`src/common/uart_pkg.sv`:
```
/*
 * uart shared definitions
 * character types and 8N1 framing constants for the loopback subsystem
 */

package uart_pkg;

   // framing, 8N1
   localparam int DATA_BITS  = 8;
   localparam int FRAME_BITS = DATA_BITS + 2;  // start + data + stop

   localparam logic START_BIT  = 1'b0;
   localparam logic STOP_BIT   = 1'b1;
   localparam logic IDLE_LEVEL = 1'b1;         // line level between frames

   // one data byte on the wire
   typedef logic [DATA_BITS-1:0] uart_byte_t;

   // received character plus its framing flag
   typedef struct packed {
      uart_byte_t data;
      logic       frame_error;  // stop bit sampled low
   } rx_char_t;

endpackage

```
`src/hdl/loopback_ctrl.sv`:
```
/*
 * loopback controller
 * reads each received character, drops framing errors, echoes good ones
 */
`timescale 1ns/100ps

module loopback_ctrl (
   input  logic                 clk_50mhz,
   input  logic                 reset,
   input  logic                 rx_valid,
   input  uart_pkg::rx_char_t   rx_char,
   input  logic                 tx_busy,
   output logic                 rd,            // read pulse to rx
   output logic                 wr,            // write pulse to tx
   output uart_pkg::uart_byte_t tx_data,
   output logic                 echo_pending   // good byte held, not yet sent
);
   import uart_pkg::*;

   localparam logic recv_char = 1'b0;
   localparam logic send_char = 1'b1;

   logic       state_q;
   logic       rd_q;
   logic       wr_q;
   uart_byte_t tx_data_q;
   logic       take;     // new character to read this cycle

   // rx_valid stays up one cycle after rd, don't read twice
   assign take = (state_q == recv_char) && rx_valid && !rd_q;

   always_ff @(posedge clk_50mhz) begin
      if (reset) begin
         state_q <= recv_char;
         rd_q    <= 1'b0;
         wr_q    <= 1'b0;
      end else begin
         rd_q <= 1'b0;   // strobes last one cycle
         wr_q <= 1'b0;
         case (state_q)
            recv_char: begin
               if (take) begin
                  rd_q <= 1'b1;
                  if (!rx_char.frame_error) state_q <= send_char;  // bad ones dropped
               end
            end
            send_char: begin
               if (!tx_busy) begin   // wait out back-pressure
                  wr_q    <= 1'b1;
                  state_q <= recv_char;
               end
            end
            default: state_q <= recv_char;
         endcase
      end
   end

   // byte held until tx is free
   always_ff @(posedge clk_50mhz) begin
      if (take && !rx_char.frame_error) tx_data_q <= rx_char.data;
   end

   assign rd           = rd_q;
   assign wr           = wr_q;
   assign tx_data      = tx_data_q;
   assign echo_pending = (state_q == send_char);

endmodule

```
`src/hdl/uart_loopback_top.sv`:
```
/*
 * uart loopback top level
 * receiver, loopback controller and transmitter on one 50 MHz clock
 */
`timescale 1ns/100ps

module uart_loopback_top #(
   parameter int clk_freq = 50_000_000,
   parameter int baud     = 115_200
) (
   input  logic clk_50mhz,
   input  logic reset,
   input  logic rxd,            // serial in
   output logic txd,            // serial out, echo
   output logic echo_pending
);
   import uart_pkg::*;

   logic       rx_valid;
   rx_char_t   rx_char;
   logic       rd;
   logic       wr;
   uart_byte_t tx_data;
   logic       tx_busy;

   uart_rx #(
      .clk_freq (clk_freq),
      .baud     (baud)
   ) uart_rx_i (
      .clk_50mhz (clk_50mhz),
      .reset     (reset),
      .rxd       (rxd),
      .rd        (rd),
      .rx_valid  (rx_valid),
      .rx_char   (rx_char)
   );

   loopback_ctrl loopback_ctrl_i (
      .clk_50mhz    (clk_50mhz),
      .reset        (reset),
      .rx_valid     (rx_valid),
      .rx_char      (rx_char),
      .tx_busy      (tx_busy),
      .rd           (rd),
      .wr           (wr),
      .tx_data      (tx_data),
      .echo_pending (echo_pending)
   );

   uart_tx #(
      .clk_freq (clk_freq),
      .baud     (baud)
   ) uart_tx_i (
      .clk_50mhz (clk_50mhz),
      .reset     (reset),
      .wr        (wr),
      .tx_data   (tx_data),
      .txd       (txd),
      .tx_busy   (tx_busy)
   );

endmodule

```
`src/uart/uart_rx.sv`:
```
/*
 * uart receiver, 8N1
 * syncs rxd, finds the start bit, samples mid-bit, holds the character until rd
 */
`timescale 1ns/100ps

module uart_rx #(
   parameter int clk_freq = 50_000_000,
   parameter int baud     = 115_200
) (
   input  logic               clk_50mhz,
   input  logic               reset,
   input  logic               rxd,       // async serial in
   input  logic               rd,        // read strobe
   output logic               rx_valid,  // character waiting
   output uart_pkg::rx_char_t rx_char
);
   import uart_pkg::*;

   localparam int clks_per_bit = clk_freq / baud;
   localparam int half_bit     = clks_per_bit / 2;
   localparam int cnt_w        = $clog2(clks_per_bit);
   localparam int idx_w        = $clog2(DATA_BITS);

   // receive states
   localparam logic [1:0] st_idle  = 2'd0;
   localparam logic [1:0] st_start = 2'd1;
   localparam logic [1:0] st_data  = 2'd2;
   localparam logic [1:0] st_stop  = 2'd3;

   logic             rxd_meta;    // first sync flop
   logic             rxd_sync;    // safe to use
   logic             rxd_last;    // for edge detect
   logic [1:0]       state_q;
   logic [cnt_w-1:0] cnt_q;       // clocks into current bit
   logic [idx_w-1:0] idx_q;       // data bit number
   uart_byte_t       shreg_q;
   rx_char_t         rx_char_q;
   logic             rx_valid_q;
   logic             half_end;
   logic             bit_end;
   logic             start_edge;

   assign half_end   = (cnt_q == cnt_w'(half_bit - 1));
   assign bit_end    = (cnt_q == cnt_w'(clks_per_bit - 1));
   assign start_edge = rxd_last && !rxd_sync;   // falling edge on the line

   // two flop synchronizer, idles high so reset can't fake a start
   always_ff @(posedge clk_50mhz) begin
      if (reset) begin
         rxd_meta <= IDLE_LEVEL;
         rxd_sync <= IDLE_LEVEL;
         rxd_last <= IDLE_LEVEL;
      end else begin
         rxd_meta <= rxd;
         rxd_sync <= rxd_meta;
         rxd_last <= rxd_sync;
      end
   end

   // frame fsm
   always_ff @(posedge clk_50mhz) begin
      if (reset) begin
         state_q    <= st_idle;
         cnt_q      <= '0;
         idx_q      <= '0;
         rx_valid_q <= 1'b0;
      end else begin
         if (rd) rx_valid_q <= 1'b0;   // read clears, frame end below wins
         cnt_q <= cnt_q + 1'b1;
         case (state_q)
            st_idle: begin
               cnt_q <= '0;
               idx_q <= '0;
               if (start_edge) state_q <= st_start;
            end
            st_start: begin
               if (half_end) begin    // middle of start bit
                  cnt_q   <= '0;
                  state_q <= (rxd_sync == START_BIT) ? st_data : st_idle;  // glitch -> idle
               end
            end
            st_data: begin
               if (bit_end) begin
                  cnt_q <= '0;
                  idx_q <= idx_q + 1'b1;
                  if (idx_q == idx_w'(DATA_BITS - 1)) state_q <= st_stop;
               end
            end
            st_stop: begin
               if (bit_end) begin
                  rx_valid_q <= 1'b1;  // overrun just overwrites
                  state_q    <= st_idle;
               end
            end
            default: state_q <= st_idle;
         endcase
      end
   end

   // data path, lsb arrives first
   always_ff @(posedge clk_50mhz) begin
      if (state_q == st_data && bit_end)
         shreg_q <= {rxd_sync, shreg_q[DATA_BITS-1:1]};
      if (state_q == st_stop && bit_end) begin
         rx_char_q.data        <= shreg_q;
         rx_char_q.frame_error <= (rxd_sync != STOP_BIT);
      end
   end

   assign rx_valid = rx_valid_q;
   assign rx_char  = rx_char_q;

endmodule

```
`src/uart/uart_tx.sv`:
```
/*
 * uart transmitter, 8N1
 * loads a frame on wr and shifts it out lsb first, busy until stop bit ends
 */
`timescale 1ns/100ps

module uart_tx #(
   parameter int clk_freq = 50_000_000,
   parameter int baud     = 115_200
) (
   input  logic                 clk_50mhz,
   input  logic                 reset,
   input  logic                 wr,        // write strobe
   input  uart_pkg::uart_byte_t tx_data,
   output logic                 txd,       // serial out
   output logic                 tx_busy
);
   import uart_pkg::*;

   localparam int clks_per_bit = clk_freq / baud;
   localparam int cnt_w        = $clog2(clks_per_bit);
   localparam int idx_w        = $clog2(FRAME_BITS);

   logic [FRAME_BITS-1:0] frame_q;   // bit 0 is on the wire
   logic [cnt_w-1:0]      cnt_q;
   logic [idx_w-1:0]      idx_q;     // bits sent so far
   logic                  busy_q;
   logic                  bit_end;

   assign bit_end = (cnt_q == cnt_w'(clks_per_bit - 1));

   always_ff @(posedge clk_50mhz) begin
      if (reset) begin
         frame_q <= {FRAME_BITS{IDLE_LEVEL}};  // line idles high
         cnt_q   <= '0;
         idx_q   <= '0;
         busy_q  <= 1'b0;
      end else if (!busy_q) begin
         cnt_q <= '0;
         idx_q <= '0;
         if (wr) begin
            frame_q <= {STOP_BIT, tx_data, START_BIT};
            busy_q  <= 1'b1;
         end
      end else if (bit_end) begin
         cnt_q   <= '0;
         frame_q <= {IDLE_LEVEL, frame_q[FRAME_BITS-1:1]};  // back-fill idle
         idx_q   <= idx_q + 1'b1;
         if (idx_q == idx_w'(FRAME_BITS - 1))
            busy_q <= 1'b0;   // stop bit done
      end else begin
         cnt_q <= cnt_q + 1'b1;
      end
   end

   // straight from a flop, no glitches on the line
   assign txd     = frame_q[0];
   assign tx_busy = busy_q;

endmodule

```
`config.mk`:
```
export PLATFORM = sky130hd
export DESIGN_NAME = uart_loopback_top
export DESIGN_NICKNAME = d
export VERILOG_FILES = /design/src/common/uart_pkg.sv /design/src/hdl/loopback_ctrl.sv /design/src/hdl/uart_loopback_top.sv /design/src/uart/uart_rx.sv /design/src/uart/uart_tx.sv
export SDC_FILE = /design/constraint.sdc
export NUM_CORES = 1
export LEC_CHECK = 0
export BUFFER_PORTS_ARGS = -buffer_cell sky130_fd_sc_hd__clkbuf_2
export CELL_PAD_IN_SITES_DETAIL_PLACEMENT = 1
export CELL_PAD_IN_SITES_GLOBAL_PLACEMENT = 2
export CORE_ASPECT_RATIO = 0.9
export CORE_UTILIZATION = 45
export DETAILED_ROUTE_END_ITERATION = 7
export PLACE_DENSITY = 0.91
export SLEW_MARGIN = 20
export SYNTH_ARGS = -nofsm -noshare
export SYNTH_HDL_FRONTEND = slang
export SYNTH_SLANG_ARGS = --single-unit
```
`constraint.sdc`:
```
create_clock -name clk_50mhz -period 3.1 [get_ports clk_50mhz]
set_input_delay 0.62 -clock clk_50mhz [delete_from_list [all_inputs] [get_ports clk_50mhz]]
set_output_delay 0.62 -clock clk_50mhz [all_outputs]
set_load 0.02 [all_outputs]
```
==> run metrics <==
Arrival @ worst endpoint 1890 ps; CP startpoint kind register; Slew HR 48.7%; power per cell area 622 nW/um2; asr flop ratio synth 0%; Synth Instances 245; Max FO, Critical Path 9; DRC viols 0; first-pass GRT wire length 8760 um; final WL 5260 um; Detailed Routing Iterations Pass 1 4; number of flops mapped to enable cells by yosys 25; DP Wirelength 3630 um; final hold violation count 0; fin util 52.2%; CP required 3110 ps; DP Cell Count 309; Yosys reg bits 69; Max Freq 0.530 GHz; Initial Utilization 47.3%; die width 83.8 um; Worst Max-Slew Pin Slew 768 ps; CP endpoint kind register; final worst-path cycle share 60.8%; Worst Hold Depth 0; Root Buffer clkbuf_8; routed len/inst 16.2 um; cts hold-fix bufs 0; CTS tree yes; vias in the first global route 1731; I/O Pins 5; Rows 26; area delta synth->final 10.4%; ANT nets after route 0; Buffers on Ports 4; worst r2r path cells 5; Slew Viols, Final 0; Post-CTS Setup Inserts 0; Final min period 1890 ps; clock sink count 69; final net count 262; Via density 5.45; type of the tightest min-delay check reg -> reg; Clock transition at path regs 80 ps; post_cts resized 0; share of layout cells above drive strength 1 11.0%; Max clock buf depth 2; core area 5730 um2; Final Setup Violations 0; Max-Cap Viols 0; final global-route overflow total 0; Placer Congestion 0.703; Synth Cell Area 2710 um2; pin count of the biggest net entering global routing 30; status finished, final reports clean; Die H 75.6 um; # H-tree levels 3; # diodes 0; Avg Cell Area, Syn 11.1 um2; setup_tns 0 ps; RSZ-0062 raised after global routing false; Unique masters post-synth 39; Post-synth top flop dfxtp_1; Total Power 0.00186 W; Die Area 6330 um2; Worst Skew 6.71 ps; fin cells 325; WHS 430 ps; CTS Buf Count 9; initial antenna violation count 0; Initial DRC Count 38; vias 1771; sequential share of the synthesized area 60.3%; worst-skew pair later-pin latency 340 ps; leakage 0.990 nW; Setup CP Type reg -> reg; yosys warns 0; syn nets 257; maximum vdd drop 0.000334 V; gr usage total 18.6%
-- synthesized netlist by cell type (2+ instances only) --
cell       instances  area share [%]
nand4b_1           2            0.65
xor2_1             4             1.3
nor2b_1            2            0.46
nand2_1            8             1.1
o32ai_1            2            0.65
clkbuf_1           6            0.83
ha_1               9             4.2
o21ai_0            2            0.37
a221oi_1           7             2.3
buf_2              3            0.55
nor3_1             8             1.5
nand4bb_1          2            0.83
or2_2              3            0.69
nor2_1            33             4.6
xnor2_1           13             4.2
nand2b_1           7             1.6
nand3_1           30             5.5
a21oi_1            5            0.92
edfxtp_1          25              28
dfxtp_1           44              33
inv_1             12             1.7
-- report_power, final --
part	total (W)	switching [W]	leakage, nW	internal, W
combinational	0.0000693	0.0000394	0.307	0.0000299
sequential	0.000984	0.0000310	0.582	0.000953
clock	0.000808	0.000353	0.102	0.000455
-- per-stage QoR --
stage / instance area (um2) / setup WS (ps)
2_1_floorplan: 2710 / 1450
3_3_place_gp: 2770 / 1190
3_5_place_dp: 2770 / 1070
4_1_cts: 2990 / 1210
5_1_grt: 2990 / 1030
6_report: 2990 / 1210
-- routing by layer --
layer  share of wire (%)  vias up  GRT usage, %
met5                   0        -             0
met4                 1.3        0          7.16
met3                 2.7        9          5.74
met2                  49       26          32.0
met1                  47      865          22.4
li1                    -      871             -
-- state kept, by name, indices dropped and copies added, names as in the netlist, 3 cells and up, named ones only --
| signal | flops |
|---|---|
| uart_tx_i.cnt_q | 9 |
| loopback_ctrl_i.tx_data | 8 |
| uart_rx_i.cnt_q | 9 |
| uart_rx_i.rx_char | 9 |
| uart_rx_i.shreg_q | 8 |
| uart_rx_i.idx_q | 3 |
| uart_tx_i.frame_q | 9 |
| uart_tx_i.idx_q | 4 |
-- cell families (layout without fill, tap and decap cells) --
logic type | after synthesis | count (layout) | synth area share [%]
DFF | 69 | 69 | 60.3
buffers and inverters | 22 | 32 | 3.47
xor gates and xnor gates | 17 | 17 | 5.50
adders and majority gates | 9 | 9 | 4.16
AOI/OAI and AO/OA | 25 | 25 | 7.07
and+or+nand+nor | 103 | 103 | 19.5
-- cell usage in the layout, fill, tap and decap left out, types with 7 or more instances in the layout --
cell      instances
nand3_1          30
inv_1            12
nand2_1           8
a221oi_1          7
clkbuf_8          9
ha_1              9
nand2b_1          7
nor3_1            8
nor2_1           33
edfxtp_1         25
dfxtp_1          44
xnor2_1          13
-- area by class of cell --
class / count / area [um2]
Clock buffer: 9 / 124
Clock inverter: 7 / 100
Fill cell: 606 / 2740
Inverter: 12 / 45.0
Multi-Input combinational cell: 154 / 982
Sequential cell: 69 / 1630
Tap cell: 70 / 87.6
Timing Repair Buffer: 4 / 20.0
-- critical path, stage by stage (launching register included) --
cell and delay [ps]:
dfxtp_1 410, ha_1 180, nand4b_1 140, nor2_1 340, nand3_1 170, inv_1 310
-- final timing paths --
| path | start | slack [ps] | endpoint |
|---|---|---|---|
| min reg2reg | uart_rx_i.rx_char[6] | 430 | loopback_ctrl_i.tx_data[5] |
| max | uart_rx_i.cnt_q[0] | 1210 | uart_rx_i.rx_char[4] |
| max reg2reg | uart_rx_i.cnt_q[0] | 1210 | uart_rx_i.rx_char[4] |
| min | uart_rx_i.rx_char[6] | 430 | loopback_ctrl_i.tx_data[5] |
Note: power is estimated with default switching activity, not from simulation.
